==> config.mk <==
export PLATFORM = sky130hd
export DESIGN_NAME = upscale_fetch
export DESIGN_NICKNAME = d
export VERILOG_FILES = /design/src/verilog/video_pkg.sv /design/src/verilog/upscale_fetch.sv
export SDC_FILE = /design/constraint.sdc
export NUM_CORES = 1
export LEC_CHECK = 0
export ABC_AREA = 1
export BUFFER_PORTS_ARGS = -buffer_cell sky130_fd_sc_hd__buf_4
export CAP_MARGIN = 20
export CELL_PAD_IN_SITES_DETAIL_PLACEMENT = 1
export CELL_PAD_IN_SITES_GLOBAL_PLACEMENT = 1
export CORE_ASPECT_RATIO = 1.1
export CORE_MARGIN = 2
export CORE_UTILIZATION = 30
export DETAILED_ROUTE_END_ITERATION = 10
export PLACE_DENSITY_LB_ADDON = 0.12
export SKIP_LAST_GASP = 1
export SLEW_MARGIN = 20
export SYNTH_ARGS = -nofsm -noshare
export SYNTH_HDL_FRONTEND = slang
export SYNTH_SLANG_ARGS = --single-unit
==> constraint.sdc <==
create_clock -name clk_pixel -period 3.1 [get_ports clk_pixel]
set_clock_uncertainty 0.15 [all_clocks]
set_input_delay 0.775 -clock clk_pixel [delete_from_list [all_inputs] [get_ports clk_pixel]]
set_output_delay 0.775 -clock clk_pixel [all_outputs]
set_load 0.02 [all_outputs]
==> src/verilog/video_pkg.sv <==
`default_nettype none

package video_pkg;

    // display counter width, 11 bits covers up to 2047 per line
    localparam int COORD_W = 11;

    // 4x zoom between source buffer and display
    localparam int DEF_ZOOM_SHIFT = 2;

    // source frame buffer size
    localparam int DEF_SRC_W = 320;
    localparam int DEF_SRC_H = 180;

    // 720p raster, positive sync polarity
    localparam int DEF_H_ACTIVE     = 1280;
    localparam int DEF_H_TOTAL      = 1650;
    localparam int DEF_H_SYNC_START = 1390; // after 110 px front porch
    localparam int DEF_H_SYNC_LEN   = 40;
    localparam int DEF_V_ACTIVE     = 720;
    localparam int DEF_V_TOTAL      = 750;
    localparam int DEF_V_SYNC_START = 725;  // after 5 line front porch
    localparam int DEF_V_SYNC_LEN   = 5;

    typedef struct packed {
        logic [4:0] red;
        logic [5:0] green;
        logic [4:0] blue;
    } rgb565_t;

    // 5:6:5 value sits in the top bits, low bits are zero
    typedef struct packed {
        logic [7:0] red;
        logic [7:0] green;
        logic [7:0] blue;
    } rgb888_t;

    typedef struct packed {
        logic hsync;
        logic vsync;
        logic active; // inside the visible area
    } vid_flags_t;

    // one pixel write, col and row in source coordinates
    typedef struct packed {
        logic [8:0] col;
        logic [7:0] row;
        rgb565_t    pixel;
    } pix_wr_t;

    typedef logic [9:0] tmds_word_t;

    typedef struct packed {
        tmds_word_t blue;  // channel 0, carries sync in blanking
        tmds_word_t green;
        tmds_word_t red;
    } tmds_bus_t;

    typedef enum logic [1:0] {
        WR_IDLE,    // waiting for a request
        WR_ACK,     // memory write in flight
        WR_RELEASE  // ack held until req drops
    } wr_state_t;

    // control period symbols, index is {c1, c0}
    localparam tmds_word_t TMDS_CTRL_00 = 10'b1101010100;
    localparam tmds_word_t TMDS_CTRL_01 = 10'b0010101011;
    localparam tmds_word_t TMDS_CTRL_10 = 10'b0101010100;
    localparam tmds_word_t TMDS_CTRL_11 = 10'b1010101011;

endpackage

`default_nettype wire

==> src/verilog/upscale_fetch.sv <==
`timescale 1ns/1ns
`default_nettype none

module upscale_fetch import video_pkg::*; #(
    parameter int SRC_W      = DEF_SRC_W,
    parameter int SRC_H      = DEF_SRC_H,
    parameter int ZOOM_SHIFT = DEF_ZOOM_SHIFT,
    parameter int ADDR_W     = $clog2(DEF_SRC_W * DEF_SRC_H)
) (
    input  wire                clk_pixel,
    input  wire                arst_n,
    input  wire  [COORD_W-1:0] h_count,
    input  wire  [COORD_W-1:0] v_count,
    input  wire vid_flags_t    flags,
    input  wire                frame_start,
    input  wire rgb565_t       rd_data,
    output logic [ADDR_W-1:0]  rd_addr,
    output rgb888_t            pix,
    output vid_flags_t         pix_flags,
    output logic               frame_start_out
);

    // 5:6:5 to 8:8:8, colour in the msbs
    function automatic rgb888_t expand(input rgb565_t p);
        rgb888_t c;
        c.red   = {p.red, 3'b000};
        c.green = {p.green, 2'b00};
        c.blue  = {p.blue, 3'b000};
        return c;
    endfunction

    logic [COORD_W-1:0] src_col;
    logic [COORD_W-1:0] src_row;
    logic               in_range_now;
    logic               in_range_d1;  // stage 1, address registered
    logic               in_range_d2;  // stage 2, ram data valid
    vid_flags_t         flags_d1;
    vid_flags_t         flags_d2;
    logic [3:0]         fs_pipe;      // three fetch stages plus the encoder register

    assign src_col      = h_count >> ZOOM_SHIFT;
    assign src_row      = v_count >> ZOOM_SHIFT;
    assign in_range_now = (src_col < SRC_W) && (src_row < SRC_H);

    // out of range reads are parked at 0 to stay inside the array
    always_ff @(posedge clk_pixel) begin
        rd_addr <= in_range_now ? ADDR_W'(src_row * SRC_W + src_col) : '0;
        pix     <= in_range_d2 ? expand(rd_data) : '0; // black outside the source
    end

    always_ff @(posedge clk_pixel or negedge arst_n) begin
        if (!arst_n) begin
            in_range_d1 <= 1'b0;
            in_range_d2 <= 1'b0;
            flags_d1    <= '0;
            flags_d2    <= '0;
            pix_flags   <= '0;
            fs_pipe     <= '0;
        end else begin
            in_range_d1 <= in_range_now;
            in_range_d2 <= in_range_d1;
            flags_d1    <= flags;
            flags_d2    <= flags_d1;
            pix_flags   <= flags_d2; // lines up with pix
            fs_pipe     <= {fs_pipe[2:0], frame_start};
        end
    end

    // one stage later than pix, matches the first encoded word
    assign frame_start_out = fs_pipe[3];

endmodule

`default_nettype wire

Yosys cells after proc, flatten, opt, wreduce, memory -nomap -nowiden. Cells that the tools add are included.

Register bits after elaboration: 55. Output and inout port bits: 44.

Multipliers: 1. Reductions and logical operators: 1. $add $sub $neg: 1. $lt $le $gt $ge: 2.

Operators by type and width (count): adder 16 x 9 -> 16 bit (1); multiplier 9 x 3 -> 10 bit, second input constant (1); less-than comparator 9 x 8 -> 1 bit, second input constant (1); less-than comparator 9 bit, second input constant (1); logical AND 1 bit (1).

Longest topological paths before layout. Gate-level depths: netlist of run 1.

Word-level depth: 2. Depth in mapped cells: 13. Depth with buffers taken out: 13.

Least setup slack after synthesis of run 1. No wires, ideal clock.

Path kind: input port to flip-flop. Start: input port v_count[3]. End: register rd_addr[15]. Path buffers: 0. Arrival time: 2.390 ns. Slack: 0.447 ns. Required time: 2.837 ns. Cell stages on the path: 12. Cells stage by stage: ha_1 ha_1 fa_1 nand2_1 inv_1 nand2_1 nor2_4 nand2_2 nor2_4 nand3_1 nand2_1 nor2_1.

Cells in the longest elaborated chain, start to end: 2.

Ends and longest elaborated chain: from (decl) (line upscale_fetch.sv:13) `input wire [COORD_W-1:0] v_count,`; multiplier 9 x 3 -> 10 bit / less-than comparator 9 x 8 -> 1 bit (equally long branches) (line upscale_fetch.sv:47, upscale_fetch.sv:43); adder 16 x 9 -> 16 bit / logical AND 1 bit (equally long branches) (line upscale_fetch.sv:47, upscale_fetch.sv:43); to (signal assigned) (line upscale_fetch.sv:47) `rd_addr <= in_range_now ? ADDR_W'(src_row * SRC_W + src_col) : '0;`; to (decl) (line upscale_fetch.sv:17) `output logic [ADDR_W-1:0] rd_addr,`.

Several ways; a longest one is shown, not always the timed one. A chain may end at the register's enable or synchronous reset.

Worst setup path in the final report of run 1. Same ends and word-level chain as after synthesis.

==> results of run 1 <==
## power by group through the flow
stage | sequential, uW | combinational (uW) | clock, uW
after global placement | 666 | 289 | 0
after CTS | 654 | 295 | 370
after global routing | 657 | 328 | 398
after detailed placement | 667 | 293 | 0
after floorplan | 696 | 149 | 0
final | 653 | 289 | 352
## cell usage in the layout (no fill, tap or decap), types with 4 or more instances in the layout
| cell | Yosys | layout |
|---|---|---|
| nand4_1 | 4 | 4 |
| clkbuf_8 | 0 | 5 |
| dfxtp_1 | 32 | 32 |
| a21oi_1 | 4 | 4 |
| buf_4 | 8 | 76 |
| inv_1 | 43 | 43 |
| ha_1 | 16 | 16 |
| conb_1 | 1 | 8 |
| nor2_1 | 18 | 18 |
| dfrtp_1 | 15 | 15 |
| nand3_1 | 11 | 11 |
| nand2_1 | 45 | 45 |
## flip-flops by register name (all words and copies together) (netlist names)
| name | cells |
|---|---|
| in_range_d2 | 1 |
| flags_d1 | 3 |
| pix_flags | 3 |
| fs_pipe | 4 |
| flags_d2 | 3 |
| in_range_d1 | 1 |
| rd_addr | 16 |
| pix | 16 |
## final cells by class
class | count | share of cell area [%]
tap | 80 | 3.76
clock buffer | 6 | 2.72
timing repair buffer | 76 | 21.4
clock inverter | 2 | 0.516
multi-input combinational | 124 | 27.3
inverter | 44 | 6.20
sequential | 47 | 38.1
## critical path: cells and delay by family
| family | cells | cell delay, ps |
|---|---|---|
| and+or+nand+nor | 6 | 480 |
| buffers and inverters | 2 | 270 |
| adders and majority gates | 3 | 970 |
| xor gates and xnor gates | 1 | 160 |
## layer usage
layer	vias to the layer above	part of all wire (%)	wire length, um	GRT usage [%]
li1	799	-	-	-
met1	694	41	1670	12.9
met2	59	49	2010	22.4
met3	5	8.7	356	3.47
met4	0	1.8	72	4.62
met5	-	0	0	0
## cell usage after synthesis
cell type  count
clkbuf_1       2
o21ai_0        2
inv_2          1
fa_1           2
dfxtp_1       32
nand4_1        4
nand3_1       11
nand2_1       45
xor2_1         1
nand2b_1       1
ha_1          16
o211ai_1       1
nor2_4         2
a21boi_1       1
nor2_1        18
inv_1         43
a21boi_0       1
buf_2          1
a21oi_2        1
dfrtp_1       15
a21oi_1        4
nor3b_1        2
buf_4          8
nand2_2        2
xnor2_1        1
conb_1         1
nor3_1         1
## cell families after synthesis
group | synth area share, %
AOI/OAI and AO/OA | 3.14
xor gates and xnor gates | 0.896
adders and majority gates | 12.3
buffers and inverters | 12.2
DFF | 52.0
other | 0.192
and+or+nand+nor | 19.3
## stage by stage
| stage | hold slack (ps) | std cells | utilization [%] |
|---|---|---|---|
| 3_5_place_dp | 186 | 371 | 41.4 |
| 3_3_place_gp | 183 | 371 | 41.4 |
| 5_1_grt | 152 | 379 | 42.8 |
| 2_1_floorplan | 181 | 226 | - |
| 6_report | 160 | 379 | 42.8 |
| 4_1_cts | 158 | 379 | 42.8 |
## how the worst min path moves through the flow
| stage | start | to | slack (ps) | cells past startpoint |
|---|---|---|---|---|
| floorplan | flags_d1[0]$_DFF_PN0_ | flags_d2[0]$_DFF_PN0_ | 180 | 0 |
| global placement | flags_d2[2]$_DFF_PN0_ | pix_flags[2]$_DFF_PN0_ | 180 | 0 |
| detailed placement | fs_pipe[0]$_DFF_PN0_ | fs_pipe[1]$_DFF_PN0_ | 190 | 0 |
| finish | arst_n | fs_pipe[1]$_DFF_PN0_ | 160 | 1 |
| global route | arst_n | fs_pipe[1]$_DFF_PN0_ | 150 | 1 |
| CTS | arst_n | flags_d2[2]$_DFF_PN0_ | 160 | 1 |
==> results list, run 1 <==
* Synthesis warning total: 0
- Area of the multi-input gates: 727 um2
- The mapped netlist covers 1950 um2.
- Overall routed net length: 4.10 mm
- Data arrives at the worst endpoint at 2670 ps.
- The wire-length estimate of the detail-placed layout is 3.38 mm.
* Number of antenna-violating nets in the routed design: 0
- Maximum level of the CTS H-tree: 2
- Initial DRT Pass Iterations: 3
* Via density: 4.11
- Number of standard cells after synthesis: 219
- After the first detailed-routing iteration, the DRC count stood at 44.
* TritonCTS clock tree: done
- The floorplan has 30 rows.
- Largest area contributor in the netlist: dfxtp_1
- For this design the static power due to leakage is 0.00152 uW.
- In this run the tool buffered the top-level ports with 75 buffer cells.
* Highest clock rate: 382 MHz
- For the pin with the worst max-slew slack, the measured transition is 564 ps.
- Core area: 6230 um2
* Depth of the most critical reg-to-reg path: 2
* R2r setup slk: 2060 ps
- The initial antenna violation count is 0.
- Cell internal power was estimated by the tool at 924 uW.
- Final setup violation count: 0
- In the final routed layout, each cell accounts on average for 10.8 um.
* Sequential group share of total power: 50.5%
- The worst pin sits at a relative slew slack of 62.4%.
* CP Capture Type: flop
- Library cells used by synthesis: 27
- Initial cell density of the core: 31.4%
* P per Cell Area: 485 nW/um2
- In this run the critical register-to-register path is captured at pix[4]$_SDFF_PN0_.
- Overall global routing resource usage: 12.1%
* Global-route wire length before repair: 6.70 mm
- Root buffer selected by CTS: clkbuf_8
* Comb power frac: 22.3%
* Final GP Congestion: 0.732
* Placed Area: 2580 um2
- Die outline area: 7180 um2
- Among all stages on the critical path, the largest delay is contributed by fa_1.
- The finished cells cover 2670 um2.
* Ports placed on the boundary: 88
- Number of buffers inserted during clock tree synthesis: 5
- Ratio of cells with drive above 1 in the final layout: 29.8%
- The critical path starts at v_count[3].
- By area the synthesized netlist is led by dfxtp_1 (33%), dfrtp_1 (19%), ha_1 (10%).
- Post-CTS setup buffer count: 0
- Relative contribution of the clock network to total power: 27.2%
- Setup Crit Path Kind: primary input to flop
* Flop and latch count out of synthesis: 47
- Across the run, the number of max-cap violations was 0.
- Final cycle utilization of the critical path: 84.4%
- The worst hold path belongs to the class primary input to async pin.
* Psw: 369 uW
- Via count of the first global-routing pass: 1594
- Data on the critical path is required at its endpoint by 3150 ps.
- Latest clock arrival within the worst-skew pair: 300 ps
- After routing, the total negative slack on setup checks comes to 0 ps.
- Worst supply voltage drop on vdd: 0.218 mV
- Drc violations: 0
- Sum of internal, switching and leakage power: 1290 uW
* Largest net degree at the start of global routing: 17
- Cell-by-cell listing of the critical path: buf_4, ha_1, ha_1, fa_1, xnor2_1, buf_4, nor2_4, nand2_2, nor2_4, nand3_1, nand2_1, nor2_1
- Setup slack closes at 485 ps.
- After filler insertion, the fill cell instance count of the layout stands at 770.
* Post-CTS clock slew at the launch and capture registers of the worst setup and hold paths: 90 ps
- Net switching share of the total power: 28.6%
- Final hold viol count: 0
- Area of all sequential standard cells: 1020 um2
* Die extent in x: 81.0 um
* Crit path largest cell delay: 440 ps
* Share of the yosys chip area belonging to registers: 52.0%
- Buffer levels on the longest clock path: 2
- The number of hold buffers added after CTS was 0.
- From bottom edge to top edge, the die measures 88.7 um.
* Number of nets in the finished design: 360
- Post-placement setup slack: 149 ps
- The worst setup path is launched from a primary input.
- The detailed router placed 1557 vias in this run.
* Synth Area per Inst: 8.92 um2
* Grt ovf: 0
- Of all nets on the critical path, the largest fanout is 4.
- Total count of max-transition violations in the final report: 0
* Final Critical Period: 2620 ps
- Relative to the synthesized area, the layout overhead comes to 36.4%.
- Critical R2R Launch: in_range_d2$_DFF_PN0_
- Unrepaired setup endpoints after global routing: no
- Capturing instance or port of the critical path: rd_addr[15]$_SDFF_PN0_
* Diode count: 0
* Post-cts sizing count: 0
- The run finished with clean final reports.
- The clock net in this run drives a total of 47 sinks.
- The share of synthesized area in the top cell type comes to 32.8%.
(Power assumes the default switching activity.)
==> inputs of run 2 (changes only) <==
Settings changed: ABC_AREA 1 to 0.
Clock period 3.1 ns to 2.7 ns, I/O delays scaled along.
==> run 2 against run 1 <==
  * Worst hold slack lost 110 ps
  * Clock power is 24% higher
  * Critical path depth down 3
  * Synthesized area fell by 2.6%
  * Setup slack worse by 400 ps
  * Final area up 6.9%
  * Die area down 2.5%
  * Critical path type unchanged
==> results list, run 2 <==
- The number of instances in the synthesized netlist came to 162 (-26%).
- Library cells used by synthesis: 39 (+44%)
- The total of warnings raised by yosys came to 0 (unchanged).
- P per Cell Area: 565 nW/um2 (+17%)
* Synth Area per Inst: 11.7 um2 (+32%)
- Total count of max-transition violations in the final report: 0 (unchanged)
- The via count of the routed design came to 1464 (-6.0%).
* Cell-by-cell listing of the critical path: buf_4, ha_4, ha_4, fa_2, a211o_1, and3_4, o32a_1, and3_1, mux2_4
* Core area: 6160 um2 (-1.2%)
- Sum of internal, switching and leakage power: 1610 uW (+25%)
- Via density: 4.23 (+3.0%)
- The worst path setup slack after routing is 84.5 ps (-400 ps).
* Sinks on Clock Net: 47 (unchanged)
- TritonCTS clock tree: done
- Fraction of synthesis flops using an asynchronous set or reset pin: 31.9% (unchanged)
- After synthesis, the largest family of logic cells by area is simple AND/OR/NAND/NOR gates.
- Final GP Congestion: 0.708 (-3.3%)
* Result of the run: finished clean
- Final hold viol count: 0 (unchanged)
- Number of antenna violations at the first check in global routing: 0 (unchanged)
* Largest area contributor in the netlist: dfxtp_1
* Area share of xor/xnor cells in the synthesized design: 2.76% (+1.9 points)
- The worst-case vdd ir drop was 0.263 mV (+21%).
- The highest cell delay on the worst timing path came to 370 ps (-70 ps).
* Static leakage: 0.00140 uW (-8.0%)
* Most used cell, CP: ha_4
- The total number of nets in the final design is 327 (-9.2%).
- Grt ovf: 0 (unchanged)
- The floorplan die height came to 87.5 um (-1.3%).
* Overall global routing resource usage: 12.2% (+0.12 points)
* Launch point of the critical path: v_count[3]
- End of the worst register-to-register path: pix[4]$_SDFF_PN0_
* Final setup violation count: 0 (unchanged)
- The worst register-to-register path begins at in_range_d2$_DFF_PN0_.
- The sequential share of the synthesized area is 53.4% (+1.4 points).
- For this design, the slowest cell found on the critical path is fa_2.
* Cell Area, Synth: 1900 um2 (-2.6%)
* Startpoint types: primary input
- The top-area cell type share of the netlist area was 33.7% (+0.88 points).
- Leaving out fill and tap cells, the most frequent cell in the layout is buf_4.
- The number of antenna diodes was 0 (unchanged).
* Number of filler instances in the final layout: 705 (-8.4%)
- The total of flip-flops plus latches after synthesis is 47 (unchanged).
* Overall routed net length: 4.14 mm (+0.88%)
- Most used cells in the layout excluding fill and tap cells: buf_4 (98), dfxtp_1 (32), and2_1 (24), dfrtp_1 (15), ha_1 (12)
- Final Critical Period: 2620 ps
- The routed length per placed instance was 12.0 um (+10%).
- Share of the synthesized area in compound gates (AO/OA/AOI/OAI): 8.35% (+5.2 points)
* Global-route wire length before repair: 6.69 mm (-0.19%)
* Number of enable-type register cells in the synthesized netlist: 0 (unchanged)
- Ports placed on the boundary: 88 (unchanged)
* Depth of the most critical reg-to-reg path: 1 (-1)
* Post-Synth Simple-Gate Area: 17.6% (-1.8 points)
* Max Cap Violations: 0 (unchanged)
* Count leader, synth: dfxtp_1
* Maximum level of the CTS H-tree: 2 (unchanged)
* CP Capture Type: flop
- Data required, critical path: 2740 ps (-410 ps)
* Buffers added on ports: 75 (unchanged)
- Drc violations: 0 (unchanged)
- Layout-stage area growth over the synthesis result: 49.6%
- Initial DRT Pass Iterations: 5 (+2)
* Most instantiated cells after synthesis: dfxtp_1 (32), and2_1 (24), ha_1 (16)
* Buffer levels on the longest clock path: 2 (unchanged)
- The total CTS buffers is 5 (unchanged).
* Largest net degree at the start of global routing: 18 (+1)
- The detailed-placement wirelength estimate is 3.41 mm (+1.0%).
- For this run, the leading register cell type out of synthesis is dfxtp_1.
- The chip width is 79.9 um (-1.3%).
- Latest clock arrival within the worst-skew pair: 290 ps (about the same)
- The die outline area is 7000 um2 (-2.5%).
* Multiplexer fraction of the synthesized cell area: 0.789% (+0.79 points)
- The initial standard-cell utilization of the core came to 30.9% (-0.45 points).
- The starting DRC count in detailed routing came to 24 (-45%).
* Post-CTS clock slew at the launch and capture registers of the worst setup and hold paths: 100 ps (about the same)
* Post-placement setup slack: -240 ps (-389 ps)
* Root buffer selected by CTS: clkbuf_8
- Sorting the synthesized cells by area gives the leading types as dfxtp_1 (34%), dfrtp_1 (20%), ha_1 (11%).
* Placement row count: 30 (unchanged)
- The minimum setup slack among reg-to-reg paths was 1700 ps (-360 ps).
- Setup repair after global routing left no endpoint under its margin.
- The peak fanout along the critical path was 4 (unchanged).
- Ratio of cells with drive above 1 in the final layout: 44.7% (+15 points)
- The data arrival time of the critical path came to 2660 ps (about the same).
* Number of antenna-violating nets in the routed design: 0 (unchanged)
- Setup Crit Path Kind: primary input to flop
- Path type of the worst min-delay path: primary input to async pin
* Highest clock rate: 382 MHz
- Largest regs: pix x16, rd_addr x16, fs_pipe x4
* Final cycle utilization of the critical path: 96.9%
- The share of synthesized cell area in full adder, half adder and majority cells was 12.6% (+0.33 points).
- Via count of the first global-routing pass: 1418 (-11%)
## run 2: layer usage
metal / share of wire, % / up-vias / track usage, %
met3: 7.0 / 2 / 3.30
met2: 51 / 53 / 21.4
li1: - / 737 / -
met4: 0.63 / 0 / 3.70
met1: 41 / 672 / 14.6
met5: 0 / - / 0
## run 2: report_power, final
group          leakage (uW)  switching [uW]  total, uW  internal, uW
Sequential         0.000440            12.9        749           736
Combinational      0.000915             199        426           228
Clock             0.0000467             243        435           192
## run 2: worst max-delay path by stage
stage                             endpoint  depth (start not counted)
floorplan           rd_addr[15]$_SDFF_PN0_                          8
global placement    rd_addr[15]$_SDFF_PN0_                          9
detailed placement  rd_addr[15]$_SDFF_PN0_                          8
CTS                 rd_addr[14]$_SDFF_PN0_                          9
global route        rd_addr[14]$_SDFF_PN0_                          9
finish              rd_addr[15]$_SDFF_PN0_                          9
## run 2: what timing repair did
action / in CTS / in global routing
buffers inserted: 0 / 0
setup endpoints to repair: 0 / 2
hold buffers: 0 / 0
resized for setup: 0 / 1
## run 2: kinds of logic after synthesis
group           after synthesis
simple gates                 55
flops                        47
compound gates               20
fa+ha+maj                    18
buf+inv                      14
xor+xnor                      6
other cells                   1
mux                           1
## run 2: cell type report
type / count / area (um2) / area share (%)
timing repair buffer: 98 / 736 / 25.8
clock inverter: 3 / 27.5 / 0.967
inverter: 5 / 18.8 / 0.659
multi-input combinational: 108 / 881 / 30.9
sequential: 47 / 1020 / 35.7
clock buffer: 5 / 68.8 / 2.42
tap: 80 / 100 / 3.51
## run 2: per-stage QoR
step	hold slack, ps	area, um2	instances	setup TNS [ps]	utilization (%)
2_1_floorplan	181	1970	169	-15.4	-
3_3_place_gp	182	2740	338	-636	44.5
3_5_place_dp	187	2740	338	-714	44.5
4_1_cts	47.1	2840	346	0	46.1
5_1_grt	49.5	2850	346	0	46.3
6_report	52.3	2850	346	0	46.3
## run 2: worst max-delay path, delay by kind of cell
kind / cells / cell delay (ps)
adder cells (fa/ha/maj): 3 / 760
multiplexers: 1 / 250
buffers and inverters: 1 / 120
AND/OR/NAND/NOR: 2 / 340
AO/OA/AOI/OAI: 2 / 510
==> inputs of run 3 (changes only) <==
Settings changed: BUFFER_PORTS_ARGS -buffer_cell sky130_fd_sc_hd__buf_4 to -buffer_cell sky130_fd_sc_hd__buf_2.
==> run 3 against run 2 <==
  * Count of clock-buffer cells in the layout unchanged
  * Clock power decreased by 3%
  * Register-to-register slack barely moved
  * Sequential share of layout area rose by 2.6 points
  * Global-route usage decreased by 0.092 points
  * Via count up 0.14%
  * Critical endpoint unchanged
==> results list, run 3 (synthesized netlist as in run 2, its figures left out) <==
* Sum of internal, switching and leakage power: 1560 uW (-3.1%)
- Placement row count: 30 (unchanged)
- The number of sinks driven by the clock tree is 47 (unchanged).
- DPL Wire Length: 3.39 mm (-0.51%)
* Total instance count after detailed placement: 338 (unchanged)
- Unrepaired setup endpoints after global routing: no
- The worst endpoint required time was 2740 ps (about the same).
* Highest clock rate: 384 MHz (+0.43%)
* Most used cells in the layout excluding fill and tap cells: buf_2 (75), dfxtp_1 (32), and2_1 (24), buf_4 (23), dfrtp_1 (15)
- The worst path setup slack after routing is 95.6 ps (+11.1 ps).
- The peak fanout along the critical path is 4 (unchanged).
- Met3 Wirelength: 293 um (+1.4%)
- The starting DRC count in detailed routing came to 19 (-21%).
- Final hold viol count: 0 (unchanged)
- Via density: 4.24 (+0.14%)
* Ports placed on the boundary: 88 (unchanged)
- Global-route wire length before repair: 6.51 mm (-2.7%)
- The detailed-routing iteration count for the pre-antenna-repair pass is 2 (-3).
- Total count of max-transition violations in the final report: 0 (unchanged)
- Non-filler instance count after layout: 346 (unchanged)
- The power density normalized to cell area came to 587 nW/um2 (+3.9%).
* Path type of the worst min-delay path: primary input to async pin
* Buffers added on ports: 75 (unchanged)
- The area inside the core boundary came to 6160 um2 (unchanged).
- The number of maximum-capacitance violations was 0 (unchanged).
- The post-placement worst setup slack came to -259 ps (-19.6 ps).
* Final cycle utilization of the critical path: 96.5% (-0.41 points)
- Max stage delay cell, worst path: fa_2
- The number of antenna diodes is 0 (unchanged).
- Drc violations: 0 (unchanged)
- The run finished with clean final reports.
* Crit path largest cell delay: 370 ps (about the same)
* Via count of the first global-routing pass: 1393 (-1.8%)
- Cell-by-cell listing of the critical path: buf_2, ha_4, ha_4, fa_2, a211o_1, and3_4, o32a_1, and3_1, mux2_4
- The leakage power is 0.00136 uW (-2.7%).
* Number of filler instances in the final layout: 737 (+4.5%)
- The clock edge transition at the registers on the reported setup and hold paths is 90 ps (about the same).
- Number of buffers inserted by hold repair at cts: 0 (unchanged)
- The final weighted congestion of routability-driven global placement was 0.705 (-0.48%).
- The chip width is 79.9 um (unchanged).
* Largest regs: pix x16, rd_addr x16, fs_pipe x4
- Latest clock arrival within the worst-skew pair: 300 ps (about the same)
* Commonest non-fill, non-tap cell in the layout: buf_2
- The number of buffers on the longest clock path is 2 (unchanged).
* Final setup violation count: 0 (unchanged)
- Vert. Die Dim: 87.5 um (unchanged)
* Initial cell density of the core: 30.9% (unchanged)
* TritonCTS clock tree: done
* Ratio of cells with drive above 1 in the final layout: 44.7% (unchanged)
* Maximum level of the CTS H-tree: 2 (unchanged)
- The worst setup path is launched from a primary input.
* Layout-stage area growth over the synthesis result: 39.5%
- Post-DR wirelength/cell: 11.7 um (-2.0%)
- Die outline area: 7000 um2 (unchanged)
- The residual antenna-violating net count after detailed routing is 0 (unchanged).
* Overall routed net length: 4.05 mm (-2.0%)
* Total met2 wirelength after detailed routing: 2.07 mm (-2.1%)
- DR top layer: met4
- Number of antenna violations at the first check in global routing: 0 (unchanged)
- The all-layer global routing usage was 12.1% (-0.092 points).
- Largest net degree at the start of global routing: 17 (-1)
- Number of nets in the finished design: 327 (unchanged)
* Final Critical Period: 2600 ps (-11.1 ps)
- The critical path is of the primary input to flop type.
- The via count of the routed design came to 1466 (+0.14%).
- The total congestion overflow after global routing is 0 (unchanged).
- The cell count of the worst reg-to-reg path was 1 (unchanged).
- Routed metal-1 wire length: 1.61 mm (-5.2%)
- The total CTS buffers is 5 (unchanged).
- Most used cell, CP: ha_4
- Worst Path Arrival: 2650 ps (about the same)
* Root buffer selected by CTS: clkbuf_8
* CP Capture Type: flop
- The worst-case vdd ir drop was 0.227 mV (-14%).
[run 3: final cells by class]
class / count / area [um2] / area share (%)
inverter: 5 / 18.8 / 0.707
clock inverter: 3 / 22.5 / 0.848
clock buffer: 5 / 68.8 / 2.59
multi-input combinational: 108 / 881 / 33.2
sequential: 47 / 1020 / 38.3
timing repair buffer: 98 / 548 / 20.6
tap: 80 / 100 / 3.77
[run 3: power breakdown]
| part | internal [uW] | total, uW | switching, uW |
|---|---|---|---|
| Combinational | 195 | 393 | 198 |
| Clock | 185 | 420 | 235 |
| Sequential | 736 | 747 | 11.2 |
| Total | 1120 | 1560 | 443 |
[run 3: worst paths after layout]
kind / from / to / slack, ps
setup / recovery: v_count[3] / rd_addr[15]$_SDFF_PN0_ / 100
hold / removal: arst_n / pix_flags[2]$_DFF_PN0_ / 100
setup reg to reg: in_range_d2$_DFF_PN0_ / pix[4]$_SDFF_PN0_ / 1710
hold reg to reg: flags_d2[1]$_DFF_PN0_ / pix_flags[1]$_DFF_PN0_ / 200
max in group asynchronous: arst_n / flags_d1[2]$_DFF_PN0_ / 2060
min in group clk_pixel: flags_d2[1]$_DFF_PN0_ / pix_flags[1]$_DFF_PN0_ / 200
[run 3: metal layers]
metal	GRT usage, %	up-vias
met1	13.4	676
met5	0	-
met2	22.3	50
met3	2.47	6
met4	5.08	0
li1	-	734
[run 3: what timing repair did]
action,CTS,global route
gates resized for setup,0,1
endpoints found under the setup margin,0,1
buffers inserted,0,0
[run 3: metrics by stage]
step	utilization, %	area [um2]	setup TNS [ps]	hold slack (ps)
after floorplan	-	1970	-15.4	181
after CTS	42.9	2640	0	101
final	43.1	2660	0	104
after global placement	41.4	2550	-641	182
after global routing	43.1	2660	0	114
after detailed placement	41.4	2550	-775	186
[run 3: worst max-delay path: cells and delay by family]
family	cells	cell delay (ps)
buffers and inverters	1	120
AO/OA/AOI/OAI	2	500
AND/OR/NAND/NOR	2	340
multiplexers	1	240
adder cells (fa/ha/maj)	3	770
